## src/logic/fp16_fmt_pkg.sv

```systemverilog
`default_nettype none

package fp16_fmt_pkg;

  // ----------------------------------------
  // binary16 encoding
  // ----------------------------------------
  localparam int EXP_BITS = 5;
  localparam int MAN_BITS = 10;
  localparam int FP_WIDTH = 1 + EXP_BITS + MAN_BITS;
  localparam int BIAS = 15;

  // ----------------------------------------
  // Datapath widths
  // ----------------------------------------
  // Precision counts the implicit bit
  localparam int PREC_BITS = MAN_BITS + 1;
  // Aligned sum holds anchor, addend, guard and round
  localparam int SUM_WIDTH = 3 * PREC_BITS + 4;
  // Lower part of the sum searched for the leading one
  localparam int LOWER_SUM_WIDTH = 2 * PREC_BITS + 3;
  localparam int LZC_WIDTH = 5;
  // Signed internal exponent, room for under- and overflow
  localparam int EXP_WIDTH = EXP_BITS + 2;
  // Covers shifts up to SUM_WIDTH
  localparam int SHAMT_WIDTH = 6;

  // Encoded operand
  typedef struct packed {
    logic                sign;
    logic [EXP_BITS-1:0] exponent;
    logic [MAN_BITS-1:0] mantissa;
  } fp16_t;

  // Canonical quiet NaN, positive with only the quiet bit set
  localparam fp16_t QNAN = '{sign: 1'b0, exponent: '1, mantissa: 10'h200};

endpackage

`default_nettype wire

```

## src/logic/fp_ctrl_pkg.sv

```systemverilog
`default_nettype none

package fp_ctrl_pkg;

  // ----------------------------------------
  // Rounding modes
  // ----------------------------------------
  typedef enum logic [2:0] {
    RNE = 3'd0,  // nearest, ties to even
    RTZ = 3'd1,
    RDN = 3'd2,
    RUP = 3'd3,
    RMM = 3'd4   // nearest, ties away from zero
  } roundmode_e;

  // IEEE exception flags, NV in the MSB
  typedef struct packed {
    logic NV;
    logic DZ;
    logic OF;
    logic UF;
    logic NX;
  } status_t;

  // Operand class, one-hot except for is_signalling
  typedef struct packed {
    logic is_normal;
    logic is_subnormal;
    logic is_zero;
    logic is_inf;
    logic is_nan;
    logic is_signalling;
  } fp_info_t;

endpackage

`default_nettype wire

```

## src/logic/fp16_classify.sv

```systemverilog
`timescale 1ns/1ps
`default_nettype none

module fp16_classify (
  input  fp16_fmt_pkg::fp16_t   operand_a_i,
  input  fp16_fmt_pkg::fp16_t   operand_b_i,
  output fp_ctrl_pkg::fp_info_t info_a_o,
  output fp_ctrl_pkg::fp_info_t info_b_o,
  output logic                  effective_sub_o,
  output logic                  special_valid_o,
  output fp16_fmt_pkg::fp16_t   special_result_o,
  output fp_ctrl_pkg::status_t  special_status_o
);

  import fp16_fmt_pkg::*;
  import fp_ctrl_pkg::*;

  // Class of one operand from its fields
  function automatic fp_info_t classify(input fp16_t op);
    fp_info_t info;
    logic     exp_zero;
    logic     exp_ones;
    logic     man_zero;
    exp_zero           = (op.exponent == '0);
    exp_ones           = (op.exponent == '1);
    man_zero           = (op.mantissa == '0);
    info.is_normal     = !exp_zero && !exp_ones;
    info.is_subnormal  = exp_zero && !man_zero;
    info.is_zero       = exp_zero && man_zero;
    info.is_inf        = exp_ones && man_zero;
    info.is_nan        = exp_ones && !man_zero;
    // Quiet bit clear means signalling
    info.is_signalling = info.is_nan && !op.mantissa[MAN_BITS-1];
    return info;
  endfunction

  assign info_a_o = classify(operand_a_i);
  assign info_b_o = classify(operand_b_i);

  // Operand signs differ
  assign effective_sub_o = operand_a_i.sign ^ operand_b_i.sign;

  // ----------------------------------------
  // Special cases
  // ----------------------------------------
  always_comb begin
    special_valid_o  = 1'b0;
    special_result_o = QNAN;
    special_status_o = '0;
    if (info_a_o.is_nan || info_b_o.is_nan) begin
      // NaN in, canonical NaN out
      special_valid_o     = 1'b1;
      special_status_o.NV = info_a_o.is_signalling || info_b_o.is_signalling;
    end else if (info_a_o.is_inf && info_b_o.is_inf && effective_sub_o) begin
      // inf - inf is invalid
      special_valid_o     = 1'b1;
      special_status_o.NV = 1'b1;
    end else if (info_a_o.is_inf) begin
      special_valid_o  = 1'b1;
      special_result_o = '{sign: operand_a_i.sign, exponent: '1, mantissa: '0};
    end else if (info_b_o.is_inf) begin
      special_valid_o  = 1'b1;
      special_result_o = '{sign: operand_b_i.sign, exponent: '1, mantissa: '0};
    end
  end

endmodule

`default_nettype wire

```

## src/logic/fp16_align_add.sv

```systemverilog
`timescale 1ns/1ps
`default_nettype none

module fp16_align_add (
  input  logic                                        clk_i,
  input  logic                                        arst_n_i,
  input  logic                                        valid_i,
  input  fp16_fmt_pkg::fp16_t                         operand_a_i,
  input  fp16_fmt_pkg::fp16_t                         operand_b_i,
  input  fp_ctrl_pkg::fp_info_t                       info_a_i,
  input  fp_ctrl_pkg::fp_info_t                       info_b_i,
  input  logic                                        effective_sub_i,
  input  fp_ctrl_pkg::roundmode_e                     rnd_mode_i,
  input  logic                                        special_valid_i,
  input  fp16_fmt_pkg::fp16_t                         special_result_i,
  input  fp_ctrl_pkg::status_t                        special_status_i,
  output logic                                        valid_o,
  output logic        [fp16_fmt_pkg::SUM_WIDTH-1:0]   sum_o,
  output logic signed [fp16_fmt_pkg::EXP_WIDTH-1:0]   exp_anchor_o,
  output logic signed [fp16_fmt_pkg::EXP_WIDTH-1:0]   exp_diff_o,
  output logic signed [fp16_fmt_pkg::EXP_WIDTH-1:0]   tent_exp_o,
  output logic        [fp16_fmt_pkg::SHAMT_WIDTH-1:0] addend_shamt_o,
  output logic                                        sticky_o,
  output logic                                        sign_o,
  output logic                                        effective_sub_o,
  output fp_ctrl_pkg::roundmode_e                     rnd_mode_o,
  output logic                                        special_valid_o,
  output fp16_fmt_pkg::fp16_t                         special_result_o,
  output fp_ctrl_pkg::status_t                        special_status_o
);

  import fp16_fmt_pkg::*;

  // ----------------------------------------
  // Exponent path
  // ----------------------------------------
  logic signed [EXP_WIDTH-1:0]   exp_a;
  logic signed [EXP_WIDTH-1:0]   exp_b;
  logic signed [EXP_WIDTH-1:0]   exp_anchor;
  logic signed [EXP_WIDTH-1:0]   exp_addend;
  logic signed [EXP_WIDTH-1:0]   exp_diff;
  logic        [SHAMT_WIDTH-1:0] addend_shamt;

  assign exp_a = signed'({2'b00, operand_a_i.exponent});
  assign exp_b = signed'({2'b00, operand_b_i.exponent});

  // Subnormals live at exponent 1; zero anchor pinned to the minimum
  assign exp_anchor = info_a_i.is_zero ? EXP_WIDTH'(2 - BIAS)
                                       : exp_a + EXP_WIDTH'(info_a_i.is_subnormal);
  assign exp_addend = exp_b + EXP_WIDTH'(!info_b_i.is_normal);
  assign exp_diff   = exp_addend - exp_anchor;

  // Right shift of B, saturated at both ends
  always_comb begin
    if (exp_diff <= -(2 * PREC_BITS + 1)) begin
      // B only reaches the sticky bit
      addend_shamt = SHAMT_WIDTH'(SUM_WIDTH);
    end else if (exp_diff <= PREC_BITS + 2) begin
      addend_shamt = SHAMT_WIDTH'(PREC_BITS + 3 - exp_diff);
    end else begin
      // B dominates, A ends up in the sticky bit
      addend_shamt = '0;
    end
  end

  // ----------------------------------------
  // Mantissa alignment and add
  // ----------------------------------------
  logic [PREC_BITS-1:0]           mant_a;
  logic [PREC_BITS-1:0]           mant_b;
  logic [SUM_WIDTH-1:0]           anchor_placed;
  logic [SUM_WIDTH+PREC_BITS-1:0] addend_wide;
  logic [SUM_WIDTH-1:0]           addend_shifted;
  logic                           sticky;
  logic                           carry_in;
  logic [SUM_WIDTH:0]             sum_raw;
  logic [SUM_WIDTH-1:0]           sum;
  logic                           sign;

  assign mant_a = {info_a_i.is_normal, operand_a_i.mantissa};
  assign mant_b = {info_b_i.is_normal, operand_b_i.mantissa};

  // A sits p+2 bits below the top, with guard and round below it
  assign anchor_placed = SUM_WIDTH'(mant_a) << (PREC_BITS + 1);

  // Up to p bits of B fall off the bottom
  assign addend_wide = {mant_b, {SUM_WIDTH{1'b0}}} >> addend_shamt;
  assign sticky      = |addend_wide[PREC_BITS-1:0];

  // Two's complement of B, carry dropped when sticky bits are lost
  assign addend_shifted = effective_sub_i ? ~addend_wide[SUM_WIDTH+PREC_BITS-1:PREC_BITS]
                                          : addend_wide[SUM_WIDTH+PREC_BITS-1:PREC_BITS];
  assign carry_in       = effective_sub_i && !sticky;
  assign sum_raw        = {1'b0, anchor_placed} + {1'b0, addend_shifted}
                          + {{SUM_WIDTH{1'b0}}, carry_in};

  // No carry on subtraction: B was larger, negate
  assign sum = (effective_sub_i && !sum_raw[SUM_WIDTH]) ? -sum_raw[SUM_WIDTH-1:0]
                                                        : sum_raw[SUM_WIDTH-1:0];

  // Sign of A unless the subtraction flipped
  always_comb begin
    if (effective_sub_i) begin
      sign = (sum_raw[SUM_WIDTH] == operand_a_i.sign);
    end else begin
      sign = operand_a_i.sign;
    end
  end

  // ----------------------------------------
  // Stage 1 register
  // ----------------------------------------
  always_ff @(posedge clk_i or negedge arst_n_i) begin
    if (!arst_n_i) begin
      valid_o <= 1'b0;
    end else begin
      valid_o <= valid_i;
    end
  end

  always_ff @(posedge clk_i) begin
    sum_o            <= sum;
    exp_anchor_o     <= exp_anchor;
    exp_diff_o       <= exp_diff;
    tent_exp_o       <= (exp_diff > 0) ? exp_addend : exp_anchor;
    addend_shamt_o   <= addend_shamt;
    sticky_o         <= sticky;
    sign_o           <= sign;
    effective_sub_o  <= effective_sub_i;
    rnd_mode_o       <= rnd_mode_i;
    special_valid_o  <= special_valid_i;
    special_result_o <= special_result_i;
    special_status_o <= special_status_i;
  end

endmodule

`default_nettype wire

```

## src/logic/fp16_normalize.sv

```systemverilog
`timescale 1ns/1ps
`default_nettype none

module fp16_normalize (
  input  logic        [fp16_fmt_pkg::SUM_WIDTH-1:0]   sum_i,
  input  logic signed [fp16_fmt_pkg::EXP_WIDTH-1:0]   exp_anchor_i,
  input  logic signed [fp16_fmt_pkg::EXP_WIDTH-1:0]   exp_diff_i,
  input  logic signed [fp16_fmt_pkg::EXP_WIDTH-1:0]   tent_exp_i,
  input  logic        [fp16_fmt_pkg::SHAMT_WIDTH-1:0] addend_shamt_i,
  input  logic                                        effective_sub_i,
  input  logic                                        sticky_i,
  output logic        [fp16_fmt_pkg::PREC_BITS:0]     final_mantissa_o,
  output logic signed [fp16_fmt_pkg::EXP_WIDTH-1:0]   final_exponent_o,
  output logic                                        sticky_o,
  output logic                                        tie_bit_o
);

  import fp16_fmt_pkg::*;

  // ----------------------------------------
  // Leading-zero count
  // ----------------------------------------
  logic        [LOWER_SUM_WIDTH-1:0] sum_lower;
  logic        [LZC_WIDTH-1:0]       lzc_cnt;
  logic signed [LZC_WIDTH:0]         lzc_sgn;
  logic                              lzc_empty;

  assign sum_lower = sum_i[LOWER_SUM_WIDTH-1:0];

  // Count down from the MSB until the first one
  always_comb begin
    lzc_cnt   = '0;
    lzc_empty = 1'b1;
    for (int i = LOWER_SUM_WIDTH - 1; i >= 0; i--) begin
      if (lzc_empty) begin
        if (sum_lower[i]) begin
          lzc_empty = 1'b0;
        end else begin
          lzc_cnt = lzc_cnt + 1'b1;
        end
      end
    end
  end

  assign lzc_sgn = signed'({1'b0, lzc_cnt});

  // ----------------------------------------
  // Large normalization shift
  // ----------------------------------------
  logic        [SHAMT_WIDTH-1:0] norm_shamt;
  logic signed [EXP_WIDTH-1:0]   norm_exp;
  logic        [SUM_WIDTH:0]     sum_shifted;

  always_comb begin
    if ((exp_diff_i <= 0) || (effective_sub_i && (exp_diff_i <= 2))) begin
      // Anchor-dominated or cancelling, use the count
      if ((exp_anchor_i - lzc_sgn + 1 >= 0) && !lzc_empty) begin
        norm_shamt = SHAMT_WIDTH'(PREC_BITS + 2 + lzc_cnt);
        norm_exp   = exp_anchor_i - lzc_sgn + 1;
      end else begin
        // Tiny result, stop at the subnormal exponent
        norm_shamt = SHAMT_WIDTH'(PREC_BITS + 2 + exp_anchor_i);
        norm_exp   = '0;
      end
    end else begin
      // B-dominated, undo the alignment
      norm_shamt = addend_shamt_i;
      norm_exp   = tent_exp_i;
    end
  end

  // Top bit catches the carry of the add
  assign sum_shifted = {1'b0, sum_i} << norm_shamt;

  // ----------------------------------------
  // 1-bit correction and sticky
  // ----------------------------------------
  logic [LOWER_SUM_WIDTH-1:0] sum_sticky_bits;

  always_comb begin
    {final_mantissa_o, sum_sticky_bits} = sum_shifted[SUM_WIDTH-1:0];
    final_exponent_o                    = norm_exp;
    if (sum_shifted[SUM_WIDTH]) begin
      // Carry out, move right
      {final_mantissa_o, sum_sticky_bits} = sum_shifted[SUM_WIDTH:1];
      final_exponent_o                    = norm_exp + 1;
    end else if (sum_shifted[SUM_WIDTH-1]) begin
      // Already normalized
      final_exponent_o = norm_exp;
    end else if (norm_exp > 1) begin
      // One short, move left
      {final_mantissa_o, sum_sticky_bits} = {sum_shifted[SUM_WIDTH-2:0], 1'b0};
      final_exponent_o                    = norm_exp - 1;
    end else begin
      final_exponent_o = '0;
    end
  end

  assign sticky_o  = (|sum_sticky_bits) || sticky_i;
  // First bit below round, used for the tie after rounding
  assign tie_bit_o = sum_sticky_bits[LOWER_SUM_WIDTH-1];

endmodule

`default_nettype wire

```

## src/logic/fp16_round.sv

```systemverilog
`timescale 1ns/1ps
`default_nettype none

module fp16_round (
  input  logic                                      clk_i,
  input  logic                                      arst_n_i,
  input  logic                                      valid_i,
  input  logic                                      sign_i,
  input  logic                                      effective_sub_i,
  input  logic        [fp16_fmt_pkg::PREC_BITS:0]   final_mantissa_i,
  input  logic signed [fp16_fmt_pkg::EXP_WIDTH-1:0] final_exponent_i,
  input  logic                                      sticky_i,
  input  logic                                      tie_bit_i,
  input  fp_ctrl_pkg::roundmode_e                   rnd_mode_i,
  input  logic                                      special_valid_i,
  input  fp16_fmt_pkg::fp16_t                       special_result_i,
  input  fp_ctrl_pkg::status_t                      special_status_i,
  output logic                                      valid_o,
  output fp16_fmt_pkg::fp16_t                       result_o,
  output fp_ctrl_pkg::status_t                      status_o
);

  import fp16_fmt_pkg::*;
  import fp_ctrl_pkg::*;

  localparam int ABS_WIDTH = EXP_BITS + MAN_BITS;

  // ----------------------------------------
  // Pre-round value
  // ----------------------------------------
  logic                 of_before;
  logic [EXP_BITS-1:0]  pre_exp;
  logic [ABS_WIDTH-1:0] pre_abs;
  logic [1:0]           round_sticky;

  // Overflow saturates to max-normal and forces inexact
  assign of_before    = (final_exponent_i >= 2 ** EXP_BITS - 1);
  assign pre_exp      = of_before ? EXP_BITS'(2 ** EXP_BITS - 2)
                                  : final_exponent_i[EXP_BITS-1:0];
  assign pre_abs      = {pre_exp, of_before ? {MAN_BITS{1'b1}}
                                            : final_mantissa_i[MAN_BITS:1]};
  assign round_sticky = of_before ? 2'b11 : {final_mantissa_i[0], sticky_i};

  // ----------------------------------------
  // Rounding
  // ----------------------------------------
  logic                 round_up;
  logic [ABS_WIDTH-1:0] rounded_abs;
  logic                 exact_zero;
  logic                 rounded_sign;

  always_comb begin
    case (rnd_mode_i)
      RNE:     round_up = round_sticky[1] && (round_sticky[0] || pre_abs[0]);
      RTZ:     round_up = 1'b0;
      RDN:     round_up = (|round_sticky) && sign_i;
      RUP:     round_up = (|round_sticky) && !sign_i;
      RMM:     round_up = round_sticky[1];
      default: round_up = 1'b0;
    endcase
  end

  // Mantissa carry ripples into the exponent
  assign rounded_abs = pre_abs + ABS_WIDTH'(round_up);

  // Exact zero of a subtraction is -0 only when rounding down
  assign exact_zero   = (pre_abs == '0) && (round_sticky == 2'b00);
  assign rounded_sign = (exact_zero && effective_sub_i) ? (rnd_mode_i == RDN) : sign_i;

  // ----------------------------------------
  // Flags and result selection
  // ----------------------------------------
  logic    of_after;
  logic    tiny;
  logic    inexact;
  fp16_t   regular_result;
  status_t regular_status;

  assign of_after = (rounded_abs[ABS_WIDTH-1:MAN_BITS] == '1);

  // Tiny after rounding; a carry into exponent 1 still counts unless it
  // would have carried with unbounded exponent
  assign tiny = (rounded_abs[ABS_WIDTH-1:MAN_BITS] == '0)
             || ((pre_exp == '0) && (rounded_abs[ABS_WIDTH-1:MAN_BITS] == EXP_BITS'(1))
                 && ((round_sticky != 2'b11)
                     || (!tie_bit_i && ((rnd_mode_i == RNE) || (rnd_mode_i == RMM)))));

  assign inexact = (|round_sticky) || of_before || of_after;

  assign regular_result = {rounded_sign, rounded_abs};
  assign regular_status = '{NV: 1'b0, DZ: 1'b0, OF: of_before || of_after,
                            UF: tiny && inexact, NX: inexact};

  // ----------------------------------------
  // Stage 2 register
  // ----------------------------------------
  always_ff @(posedge clk_i or negedge arst_n_i) begin
    if (!arst_n_i) begin
      valid_o <= 1'b0;
    end else begin
      valid_o <= valid_i;
    end
  end

  always_ff @(posedge clk_i) begin
    result_o <= special_valid_i ? special_result_i : regular_result;
    status_o <= special_valid_i ? special_status_i : regular_status;
  end

endmodule

`default_nettype wire

```

## src/logic/fp16_add.sv

```systemverilog
`timescale 1ns/1ps
`default_nettype none

module fp16_add (
  input  logic                    clk_i,
  input  logic                    arst_n_i,
  input  logic                    valid_i,
  input  fp16_fmt_pkg::fp16_t     operand_a_i,
  input  fp16_fmt_pkg::fp16_t     operand_b_i,
  input  fp_ctrl_pkg::roundmode_e rnd_mode_i,
  output logic                    valid_o,
  output fp16_fmt_pkg::fp16_t     result_o,
  output fp_ctrl_pkg::status_t    status_o
);

  import fp16_fmt_pkg::*;
  import fp_ctrl_pkg::*;

  // ----------------------------------------
  // Classification outputs
  // ----------------------------------------
  fp_info_t info_a;
  fp_info_t info_b;
  logic     effective_sub;
  logic     special_valid;
  fp16_t    special_result;
  status_t  special_status;

  // Stage 1
  logic                    s1_valid;
  logic [SUM_WIDTH-1:0]    s1_sum;
  logic signed [EXP_WIDTH-1:0] s1_exp_anchor;
  logic signed [EXP_WIDTH-1:0] s1_exp_diff;
  logic signed [EXP_WIDTH-1:0] s1_tent_exp;
  logic [SHAMT_WIDTH-1:0]  s1_shamt;
  logic                    s1_sticky;
  logic                    s1_sign;
  logic                    s1_eff_sub;
  roundmode_e              s1_rnd_mode;
  logic                    s1_special_valid;
  fp16_t                   s1_special_result;
  status_t                 s1_special_status;

  // Normalized value
  logic [PREC_BITS:0]          final_mantissa;
  logic signed [EXP_WIDTH-1:0] final_exponent;
  logic                        norm_sticky;
  logic                        tie_bit;

  fp16_classify u_classify (
    .operand_a_i      (operand_a_i),
    .operand_b_i      (operand_b_i),
    .info_a_o         (info_a),
    .info_b_o         (info_b),
    .effective_sub_o  (effective_sub),
    .special_valid_o  (special_valid),
    .special_result_o (special_result),
    .special_status_o (special_status)
  );

  fp16_align_add u_align_add (
    .clk_i            (clk_i),
    .arst_n_i         (arst_n_i),
    .valid_i          (valid_i),
    .operand_a_i      (operand_a_i),
    .operand_b_i      (operand_b_i),
    .info_a_i         (info_a),
    .info_b_i         (info_b),
    .effective_sub_i  (effective_sub),
    .rnd_mode_i       (rnd_mode_i),
    .special_valid_i  (special_valid),
    .special_result_i (special_result),
    .special_status_i (special_status),
    .valid_o          (s1_valid),
    .sum_o            (s1_sum),
    .exp_anchor_o     (s1_exp_anchor),
    .exp_diff_o       (s1_exp_diff),
    .tent_exp_o       (s1_tent_exp),
    .addend_shamt_o   (s1_shamt),
    .sticky_o         (s1_sticky),
    .sign_o           (s1_sign),
    .effective_sub_o  (s1_eff_sub),
    .rnd_mode_o       (s1_rnd_mode),
    .special_valid_o  (s1_special_valid),
    .special_result_o (s1_special_result),
    .special_status_o (s1_special_status)
  );

  fp16_normalize u_normalize (
    .sum_i            (s1_sum),
    .exp_anchor_i     (s1_exp_anchor),
    .exp_diff_i       (s1_exp_diff),
    .tent_exp_i       (s1_tent_exp),
    .addend_shamt_i   (s1_shamt),
    .effective_sub_i  (s1_eff_sub),
    .sticky_i         (s1_sticky),
    .final_mantissa_o (final_mantissa),
    .final_exponent_o (final_exponent),
    .sticky_o         (norm_sticky),
    .tie_bit_o        (tie_bit)
  );

  fp16_round u_round (
    .clk_i            (clk_i),
    .arst_n_i         (arst_n_i),
    .valid_i          (s1_valid),
    .sign_i           (s1_sign),
    .effective_sub_i  (s1_eff_sub),
    .final_mantissa_i (final_mantissa),
    .final_exponent_i (final_exponent),
    .sticky_i         (norm_sticky),
    .tie_bit_i        (tie_bit),
    .rnd_mode_i       (s1_rnd_mode),
    .special_valid_i  (s1_special_valid),
    .special_result_i (s1_special_result),
    .special_status_i (s1_special_status),
    .valid_o          (valid_o),
    .result_o         (result_o),
    .status_o         (status_o)
  );

endmodule

`default_nettype wire

```

## config.mk

```make
export PLATFORM = sky130hd
export DESIGN_NAME = fp16_add
export DESIGN_NICKNAME = d
export VERILOG_FILES = /design/src/logic/fp16_fmt_pkg.sv /design/src/logic/fp_ctrl_pkg.sv /design/src/logic/fp16_classify.sv /design/src/logic/fp16_align_add.sv /design/src/logic/fp16_normalize.sv /design/src/logic/fp16_round.sv /design/src/logic/fp16_add.sv
export SDC_FILE = /design/constraint.sdc
export NUM_CORES = 1
export LEC_CHECK = 0
export BUFFER_PORTS_ARGS = -buffer_cell sky130_fd_sc_hd__buf_2
export CORE_ASPECT_RATIO = 1.5
export CORE_MARGIN = 2
export CORE_UTILIZATION = 45
export CTS_CLUSTER_DIAMETER = 120
export CTS_CLUSTER_SIZE = 40
export DETAILED_ROUTE_END_ITERATION = 7
export SETUP_SLACK_MARGIN = 0.5
export SLEW_MARGIN = 25
export SYNTH_ARGS = -nofsm -noshare
export SYNTH_HDL_FRONTEND = slang
export SYNTH_SLANG_ARGS = --single-unit
```

## constraint.sdc

```tcl
create_clock -name clk_i -period 26.6 [get_ports clk_i]
set_clock_uncertainty 0.15 [all_clocks]
set_input_delay 1.33 -clock clk_i [delete_from_list [all_inputs] [get_ports clk_i]]
set_output_delay 1.33 -clock clk_i [all_outputs]
set_load 0.005 [all_outputs]
```

==> impl_metrics.json, run 1 <==
{
  "outcome": "finished clean",
  "layout_commonest_cell": "nor2_1",
  "met1_usage_pct": 31.5,
  "grt_max_degree": 56,
  "synth-main-ff-cell": "dfxtp_1",
  "grt_use_met2_pct": 50.1,
  "grtUsageTotal_pct": 27.8,
  "via_count": 14759,
  "firstDrtPassIters": 6,
  "worstMarginPinSlew_ns": 1.09,
  "startpoint_type": "flop",
  "worst-endpoint-required_ns": 26.75,
  "layout-drive-gt1-share_pct": 10.1,
  "dp_hpwl_um": 37900,
  "grt_pass1_wl_um": 74400,
  "rows": 80,
  "cts_made_buffers": 9,
  "grt_pass1_vias": 14176,
  "dieArea_sq_um": 33300,
  "finalWirelength_um": 46800,
  "place_congestion": 0.983,
  "top_usage_layer": "met2",
  "cts_tree": "done",
  "layout_common_cells": "207 x nor2_1, 201 x nand2_1, 158 x a21oi_1",
  "netlist_instances": 1994,
  "syn_to_final_growth_pct": 5.80,
  "p_total_w": 0.00199,
  "relSlewSlack_pct": 26.7,
  "syn_area_sq_um": 14300,
  "maxSlewViolCount": 0,
  "diodes": 0,
  "antenna_found_initial": 0,
  "clockBufferDepth": 2,
  "synth-warning-count": 0,
  "syn_nets": 2097,
  "post_cts_buffers": 0,
  "drc": 0,
  "fin_cells": 2392,
  "fillerInstances": 3271,
  "critPathArrivalTime_ns": 23.38,
  "setup.worst_path.class": "flop to flop",
  "post-route-period-util_pct": 87.3,
  "ioPinCount": 60,
  "worstSetupEndpointType": "flop",
  "clock-sinks": 96,
  "coreArea_sq_um": 31500,
  "max_cap_viol_count": 0,
  "cts-resized-gates": 0,
  "htreeDepth": 3,
  "crit_slowest_cell": "o21ai_1",
  "clkLatencyLatePin_ns": 0.35,
  "period_needed_ns": 23.23,
  "synth_cell_types": 119,
  "grt_util_met3_pct": 2.20,
  "ys_ff_latch": 96,
  "grt_setup_unrepaired": "no",
  "place.port_buffers": 58,
  "cp_max_fo": 55,
  "yosysSeqAreaShare_pct": 13.5,
  "cpMostUsedCell": "ha_1",
  "fmax_ghz": 0.0430,
  "synth-edff-count": 0,
  "async_flop_share_pct": 2.08,
  "wire_per_inst_um": 19.6,
  "die_h_um": 222,
  "cts_root_buffer": "clkbuf_16",
  "cellPowerDensity_nw_per_um2": 132,
  "start_util_pct": 45.4,
  "hold_buffers": 0,
  "peakVddDrop_mv": 0.0820,
  "dp.cells": 2376,
  "die_x_um": 150,
  "fin_nets": 2080,
  "finalSetupViolations": 0,
  "leakage_nw": 5.99,
  "ant_nets": 0,
  "drt_iter0_markers": 893,
  "via_per_inst": 6.17,
  "syn_avg_cell_area_sq_um": 7.18,
  "cts.reportedPaths.clkPinSlew_ns": 0.07,
  "finalSetupTns_ns": 0,
  "slowest_delay_ns": 0.78,
  "finalHoldViolations": 0,
  "min_path_type": "flop to flop",
  "gr-total-overflow": 0
}
## logic make-up after synthesis
group | after synthesis | synth area share, %
AO/OA/AOI/OAI | 550 | 26.0
XOR/XNOR | 173 | 11.7
adder cells (fa/ha/maj) | 66 | 5.86
buffers and inverters | 181 | 5.21
flip-flops | 96 | 13.5
multiplexers | 133 | 9.90
other | 1 | 0.0262
AND/OR/NAND/NOR | 794 | 27.8
## synth_stat cells, types with 9 or more instances
| master | count | share of area, % |
|---|---|---|
| nor2_1 | 207 | 5.4 |
| nand2_1 | 201 | 5.3 |
| a21oi_1 | 159 | 5.6 |
| xnor2_1 | 124 | 7.6 |
| mux2i_1 | 105 | 7.3 |
| o21ai_0 | 101 | 3.5 |
| dfxtp_1 | 94 | 13 |
| clkbuf_1 | 68 | 1.8 |
| inv_1 | 67 | 1.8 |
| nand3_1 | 67 | 2.3 |
| ha_1 | 63 | 5.5 |
| nor3_1 | 55 | 1.9 |
| xor2_1 | 35 | 2.1 |
| and2_1 | 29 | 1.3 |
| a211oi_1 | 28 | 1.5 |
| a31oi_1 | 28 | 1.2 |
| nand4_1 | 28 | 1.2 |
| and3_1 | 26 | 1.1 |
| nand2b_1 | 25 | 1.1 |
| nor4_1 | 25 | 1.1 |
| nor2b_1 | 24 | 1.0 |
| a21o_1 | 23 | 1.2 |
| mux2_2 | 22 | 1.7 |
| or2_2 | 18 | 0.79 |
| or3_1 | 18 | 0.79 |
| o211ai_1 | 17 | 0.89 |
| o22ai_1 | 17 | 0.74 |
| buf_1 | 15 | 0.39 |
| buf_2 | 13 | 0.45 |
| or4_1 | 13 | 0.68 |
| a22oi_1 | 12 | 0.63 |
| o31ai_1 | 12 | 0.63 |
| nor3b_1 | 11 | 0.58 |
| buf_4 | 9 | 0.47 |
| o2111ai_1 | 9 | 0.55 |
| o21a_1 | 9 | 0.47 |
## power breakdown
group	leakage (nW)	total, W	internal (W)	switching, W
sequential	0.812	0.000271	0.000199	0.0000726
combinational	5.04	0.00159	0.000592	0.00100
clock	0.139	0.000128	0.0000733	0.0000551
total	5.99	0.00199	0.000864	0.00113
## layer usage
layer / vias to the layer above / share of wire (%)
met5: - / 0
met4: 0 / 5.9
met3: 130 / 3.1
met2: 404 / 51
met1: 6921 / 40
li1: 7304 / -
## registers in the layout, summed over array words and instances (netlist names)
register and cells:
u_align_add.sum_o 37, u_round.result_o 16, u_align_add.exp_anchor_o 7, u_align_add.exp_diff_o 7, u_align_add.tent_exp_o 7, u_align_add.addend_shamt_o 6, u_round.status_o 4, u_align_add.rnd_mode_o 3
u_align_add.special_result_o 2, u_align_add.effective_sub_o 1, u_align_add.sign_o 1, u_align_add.special_status_o 1, u_align_add.special_valid_o 1, u_align_add.sticky_o 1, u_align_add.valid_o 1, u_round.valid_o 1
## worst max-delay path, delay by kind of cell (launching register included)
kind | cells | cell delay (ns)
and+or+nand+nor | 34 | 6.04
xor gates and xnor gates | 3 | 0.93
muxes | 7 | 1.75
buffers and inverters | 4 | 0.59
DFF | 1 | 0.48
AOI/OAI and AO/OA | 28 | 6.21
adders and majority gates | 23 | 6.98
## cell type report
type / count / area, sq um / area share, %
clock buffer: 10 / 229 / 1.51
timing repair buffer: 80 / 455 / 3.01
multi-input combinational: 1717 / 11700 / 77.1
clock inverter: 6 / 67.6 / 0.446
sequential: 96 / 1930 / 12.8
inverter: 73 / 274 / 1.81
tap: 410 / 513 / 3.39
## path summary, 6_finish.rpt
kind                                       start  cells past startpoint  slack, ns                  end
setup / recovery           u_align_add.sum_o[22]                     99       3.37  u_round.status_o[1]
hold / removal               u_align_add.valid_o                      0       0.21      u_round.valid_o
setup reg to reg           u_align_add.sum_o[22]                     99       3.37  u_round.status_o[1]
hold reg to reg              u_align_add.valid_o                      0       0.21      u_round.valid_o
max in group asynchronous               arst_n_i                      1      25.62      u_round.valid_o
min in group asynchronous               arst_n_i                      1       0.59  u_align_add.valid_o
## stage by stage
| step | util (%) | setup slack, ns | hold WS (ns) | instance area (sq um) |
|---|---|---|---|---|
| finish | 48.0 | 3.37 | 0.213 | 15100 |
| global route | 48.0 | 1.50 | 0.227 | 15100 |
| CTS | 48.0 | 3.63 | 0.214 | 15100 |
| detailed placement | 47.1 | 3.72 | 0.198 | 14800 |
| global placement | 47.1 | 4.24 | 0.193 | 14800 |
| floorplan | - | 6.82 | 0.181 | 14300 |
Note: power is estimated with default switching activity, not from simulation.
==> run 2, diff against run 1 <==
--- a/config.mk
+++ b/config.mk
@@ -5,6 +5,7 @@
 export SDC_FILE = /design/constraint.sdc
 export NUM_CORES = 1
 export LEC_CHECK = 0
+export ABC_AREA = 1
 export BUFFER_PORTS_ARGS = -buffer_cell sky130_fd_sc_hd__buf_2
 export CORE_ASPECT_RATIO = 1.5
 export CORE_MARGIN = 2
==> run 2 against run 1 <==
  * Clock power about the same
  * Die area decreased by 12%
  * Critical path type unchanged
  * Critical endpoint unchanged
  * Cell area decreased by 12%
==> impl_metrics.json, run 2 <==
{
  "finalSetupTns_ns": 0,
  "cellPowerDensity_nw_per_um2": 128,
  "synth_cell_types": 57,
  "finalHoldViolations": 0,
  "hold_buffers": 0,
  "synth-main-ff-cell": "dfxtp_1",
  "grt_max_degree": 64,
  "dp_hpwl_um": 28400,
  "largest_reg_flops": 37,
  "clkLatencyLatePin_ns": 0.37,
  "crit_slowest_cell": "nor2_1",
  "crit_path_start": "u_align_add.sum_o[21]",
  "layout_common_cells": "651 x nand2_1, 341 x inv_1, 180 x nand3_1",
  "cts-resized-gates": 0,
  "yosysSeqAreaShare_pct": 15.4,
  "max_cap_viol_count": 0,
  "critPathArrivalTime_ns": 18.71,
  "yosysTopAreaCellShare_pct": 19.5,
  "synth_area_leaders": "nand2_1 19%, dfxtp_1 15%, inv_1 10%",
  "coreArea_sq_um": 27300,
  "min_path_type": "flop to flop",
  "post_cts_buffers": 0,
  "synth-warning-count": 0,
  "grt_pass1_wl_um": 55400,
  "drc": 0,
  "dieArea_sq_um": 29300,
  "start_util_pct": 45.9,
  "post-route-period-util_pct": 69.7,
  "clockBufferDepth": 2,
  "cts_tree": "done",
  "final_core_util_pct": 48.8,
  "finalSetupViolations": 0,
  "antenna_found_initial": 0,
  "diodes": 0,
  "leakage_nw": 7.25,
  "worstSetupEndpointType": "flop",
  "cts_root_buffer": "clkbuf_16",
  "synth_common_cells": "651 x nand2_1, 341 x inv_1, 180 x nand3_1",
  "r2r_start": "u_align_add.sum_o[21]",
  "synth_most_common_cell": "nand2_1",
  "drt_iter0_markers": 687,
  "setup.worst_path.class": "flop to flop",
  "synth.largest_area_cell": "nand2_1",
  "cts.reportedPaths.clkPinSlew_ns": 0.07,
  "ys_ff_latch": 96,
  "cp_max_fo": 39,
  "async_flop_share_pct": 2.08,
  "fmax_ghz": 0.0539,
  "fin_nets": 2323,
  "ant_nets": 0,
  "syn_area_sq_um": 12500,
  "fillerInstances": 2975,
  "ioPinCount": 60,
  "htreeDepth": 3,
  "worst-endpoint-required_ns": 26.76,
  "synth-edff-count": 0,
  "via_count": 12958,
  "layout_commonest_cell": "nand2_1",
  "slowest_delay_ns": 0.54,
  "startpoint_type": "flop",
  "maxSlewViolCount": 0,
  "finalWirelength_um": 33500,
  "via_per_inst": 5.05,
  "grt_setup_unrepaired": "no",
  "place.port_buffers": 58,
  "grt_pass1_vias": 12137,
  "syn_nets": 2305,
  "rows": 74,
  "clock-sinks": 96,
  "die_h_um": 208,
  "peakVddDrop_mv": 0.0663,
  "cts_made_buffers": 9,
  "gr-total-overflow": 0,
  "grtUsageTotal_pct": 23.0,
  "die_x_um": 140,
  "largestRegisters": "u_align_add.sum_o: 37 flops, u_round.result_o: 16 flops",
  "cpMostUsedCell": "nand2_1",
  "syn_avg_cell_area_sq_um": 5.70,
  "netlist_instances": 2202,
  "wire_per_inst_um": 13.1,
  "place_congestion": 0.964,
  "firstDrtPassIters": 7,
  "worstMarginPinSlew_ns": 0.889,
  "period_needed_ns": 18.55,
  "syn_to_final_growth_pct": 6.19,
  "outcome": "finished clean",
  "min_from": "u_align_add.valid_o",
  "relSlewSlack_pct": 40.8,
  "largest_register": "u_align_add.sum_o",
  "layout-drive-gt1-share_pct": 8.94
}
-- run 2: cell count changes after synthesis, sizes merged, moves of 76 or more --
cell / before / now
o21ai: 110 / 194
xnor2: 129 / 23
a21oi: 161 / 56
xor2: 37 / 113
nand2: 203 / 672
mux2i: 108 / 10
inv: 70 / 372
nand3: 68 / 187
-- run 2: kinds of logic after synthesis --
family                     count (synthesis)  synth area share [%]
and+or+nand+nor                         1163                  40.9
muxes                                     10                 0.798
adders and majority gates                 65                  6.60
DFF                                       96                  15.4
xor gates and xnor gates                 136                  9.49
buffers and inverters                    435                  13.6
other                                      1                0.0299
AOI/OAI and AO/OA                        296                  13.2
-- run 2: cell type report --
| cell class | instances | area (sq um) | area share [%] |
|---|---|---|---|
| multi-input combinational | 1671 | 8920 | 66.9 |
| sequential | 96 | 1930 | 14.5 |
| inverter | 377 | 1420 | 10.6 |
| tap | 342 | 428 | 3.21 |
| timing repair buffer | 65 | 343 | 2.57 |
| clock buffer | 10 | 229 | 1.72 |
| clock inverter | 6 | 58.8 | 0.441 |
-- run 2: critical path: cells and delay by family (launching register included) --
family	cells	cell delay [ns]
and+or+nand+nor	67	7.11
adders and majority gates	25	6.55
buffers and inverters	22	2.20
AOI/OAI and AO/OA	13	2.10
DFF	1	0.36
-- run 2: where the power goes --
part	leakage, nW	switching, W	internal (W)
Combinational	6.30	0.000915	0.000433
Clock	0.139	0.0000593	0.0000658
Sequential	0.812	0.0000382	0.000200
-- run 2: routing by layer --
| metal | GRT usage (%) | vias to the layer above | wire length, um | share of wire, % |
|---|---|---|---|---|
| li1 | - | 6960 | - | - |
| met1 | 24.7 | 5726 | 14000 | 42 |
| met2 | 44.5 | 210 | 17400 | 52 |
| met3 | 2.07 | 62 | 732 | 2.2 |
| met4 | 10.7 | 0 | 1310 | 3.9 |
| met5 | 0 | - | 0 | 0 |
-- run 2: path summary, 6_finish.rpt --
check	end	slack, ns	cells past startpoint
min	u_round.valid_o	0.20	0
max in group asynchronous	u_align_add.valid_o	25.63	1
min reg2reg	u_round.valid_o	0.20	0
max reg2reg	u_round.status_o[1]	8.05	127
min in group asynchronous	u_round.valid_o	0.58	1
max	u_round.status_o[1]	8.05	127
-- run 2: through the flow --
stage / total power [W] / area [sq um] / setup WS, ns / std cells / hold slack, ns
2_1_floorplan: 0.00129 / 12500 / 10.46 / 2202 / 0.181
3_5_place_dp: 0.00158 / 13000 / 8.10 / 2551 / 0.186
3_3_place_gp: 0.00157 / 13000 / 8.52 / 2551 / 0.184
5_1_grt: 0.00192 / 13300 / 6.07 / 2567 / 0.211
6_report: 0.00171 / 13300 / 8.05 / 2567 / 0.200
4_1_cts: 0.00171 / 13300 / 8.06 / 2567 / 0.203
==> run 3, diff against run 2 <==
==> constraint.sdc (replaced) <==
create_clock -name clk_i -period 18.1 [get_ports clk_i]
set_clock_uncertainty 0.15 [all_clocks]
set_input_delay 0.905 -clock clk_i [delete_from_list [all_inputs] [get_ports clk_i]]
set_output_delay 0.905 -clock clk_i [all_outputs]
set_load 0.005 [all_outputs]
==> run 3 against run 2 <==
  * Cell area is 6.3% higher
  * Fmax increased by 12%
  * Via count increased by 2.4%
  * Critical endpoint unchanged
==> impl_metrics.json, run 3 (synthesized netlist as in run 2, its figures left out) <==
{
  "outcome": "finished clean",
  "ff2ff_setup_slack_ns": 1.55,
  "cts.reportedPaths.clkPinSlew_ns": 0.07,
  "post-route-period-util_pct": 91.5,
  "crit_slowest_cell": "dfxtp_2",
  "critPathArrivalTime_ns": 16.71,
  "wire_per_inst_um": 13.7,
  "fin_nets": 2365,
  "rr_endpoint": "u_round.status_o[1]",
  "start_util_pct": 45.9,
  "ioPinCount": 60,
  "endpoint": "u_round.status_o[1]",
  "place.port_buffers": 58,
  "r2r_start": "u_align_add.sum_o[21]",
  "largestRegisters": "u_align_add.sum_o: 37 flops, u_round.result_o: 16 flops",
  "slowest_delay_ns": 0.35,
  "finalSetupViolations": 0,
  "startpoint_type": "flop",
  "layout-drive-gt1-share_pct": 13.8,
  "via_per_inst": 5.09,
  "drt_iter0_markers": 689,
  "worstMarginPinSlew_ns": 1.19,
  "die_h_um": 208,
  "grt_pass1_wl_um": 58200,
  "antenna_found_initial": 0,
  "grt_pass1_vias": 12732,
  "finalSetupTns_ns": 0,
  "cts_tree": "done",
  "dieArea_sq_um": 29300,
  "clkLatencyLatePin_ns": 0.36,
  "layout_commonest_cell": "nand2_1",
  "cpMostUsedCell": "nand2_1",
  "crit_path_start": "u_align_add.sum_o[21]",
  "leakage_nw": 7.51,
  "dp_hpwl_um": 29000,
  "setup.worst_path.class": "flop to flop",
  "fin_cells": 2609,
  "cts_root_buffer": "clkbuf_16",
  "cts_made_buffers": 9,
  "drc": 0,
  "grt_setup_unrepaired": "no",
  "clock-sinks": 96,
  "worst-endpoint-required_ns": 18.26,
  "ant_nets": 0,
  "period_needed_ns": 16.55,
  "htreeDepth": 3,
  "fillerInstances": 2951,
  "max_cap_viol_count": 0,
  "min_path_type": "primary input to async pin",
  "grt_max_degree": 43,
  "coreArea_sq_um": 27300,
  "die_x_um": 140,
  "gr-total-overflow": 0,
  "largest_register": "u_align_add.sum_o",
  "grtUsageTotal_pct": 24.1,
  "cp_max_fo": 17,
  "worstSetupEndpointType": "flop",
  "dp.cells": 2558,
  "firstDrtPassIters": 7,
  "worst-r2r-cell-count": 129,
  "via_count": 13272,
  "fmax_ghz": 0.0604,
  "finalWirelength_um": 35800,
  "place_congestion": 0.977,
  "peakVddDrop_mv": 0.0834,
  "syn_to_final_growth_pct": 12.9,
  "finalHoldViolations": 0,
  "clockBufferDepth": 2,
  "largest_reg_flops": 37,
  "rows": 74,
  "relSlewSlack_pct": 20.7,
  "cellPowerDensity_nw_per_um2": 196,
  "maxSlewViolCount": 0,
  "layout_common_cells": "628 x nand2_1, 336 x inv_1, 175 x nor2_1",
  "diodes": 0
}
==> run 3: what timing repair did <==
action / 4_1_cts / 5_1_grt
pin swaps: 1 / 28
gates resized for setup: 11 / 117
buffers inserted: 1 / 27
gates cloned: 2 / 5
setup endpoints to repair: 8 / 19
hold buffers: 0 / 0
==> run 3: final cells by class <==
cell class	count	area (sq um)	area share, %
sequential	96	1930	13.7
clock buffer	10	229	1.62
clock inverter	6	57.6	0.406
inverter	377	1430	10.1
timing repair buffer	102	716	5.05
multi-input combinational	1676	9360	66.1
tap	342	428	3.02
==> run 3: critical path, delay by kind of cell, from the launching register on <==
family,cells,cell delay (ns)
and+or+nand+nor,68,6.60
muxes,1,0.16
AOI/OAI and AO/OA,13,1.63
buffers and inverters,22,1.42
adders and majority gates,25,6.16
DFF,1,0.35
==> run 3: stage by stage <==
stage	hold slack (ns)	worst slack (ns)	utilization, %	power [W]	cell area, sq um
floorplan	0.181	1.96	-	0.00189	12500
global placement	0.186	0.522	47.9	0.00233	13100
detailed placement	0.196	0.144	47.9	0.00234	13100
CTS	0.139	0.526	49.2	0.00256	13400
global route	0.151	0.379	51.9	0.00310	14200
finish	0.160	1.55	51.9	0.00278	14200
==> run 3: how the worst min path moves through the flow <==
stage                        start              end  slack, ns  cells after the start
5_1_grt                   arst_n_i  u_round.valid_o       0.15                      1
2_1_floorplan  u_align_add.valid_o  u_round.valid_o       0.18                      0
6_report                  arst_n_i  u_round.valid_o       0.16                      1
3_3_place_gp   u_align_add.valid_o  u_round.valid_o       0.19                      0
3_5_place_dp   u_align_add.valid_o  u_round.valid_o       0.20                      0
4_1_cts                   arst_n_i  u_round.valid_o       0.14                      1
==> run 3: power breakdown <==
| group | switching (W) | leakage, nW | internal, W |
|---|---|---|---|
| logic | 0.00147 | 6.57 | 0.000770 |
| clock network | 0.0000874 | 0.135 | 0.0000964 |
| registers | 0.0000610 | 0.812 | 0.000294 |
| total | 0.00162 | 7.51 | 0.00116 |
==> run 3: metal layers <==
metal | part of all wire, % | GRT usage (%) | up-vias | wire length [um]
li1 | - | - | 7066 | -
met1 | 41 | 25.9 | 5893 | 14600
met2 | 52 | 47.0 | 234 | 18800
met3 | 2.5 | 2.19 | 79 | 889
met4 | 4.2 | 10.8 | 0 | 1490
met5 | 0 | 0 | - | 0
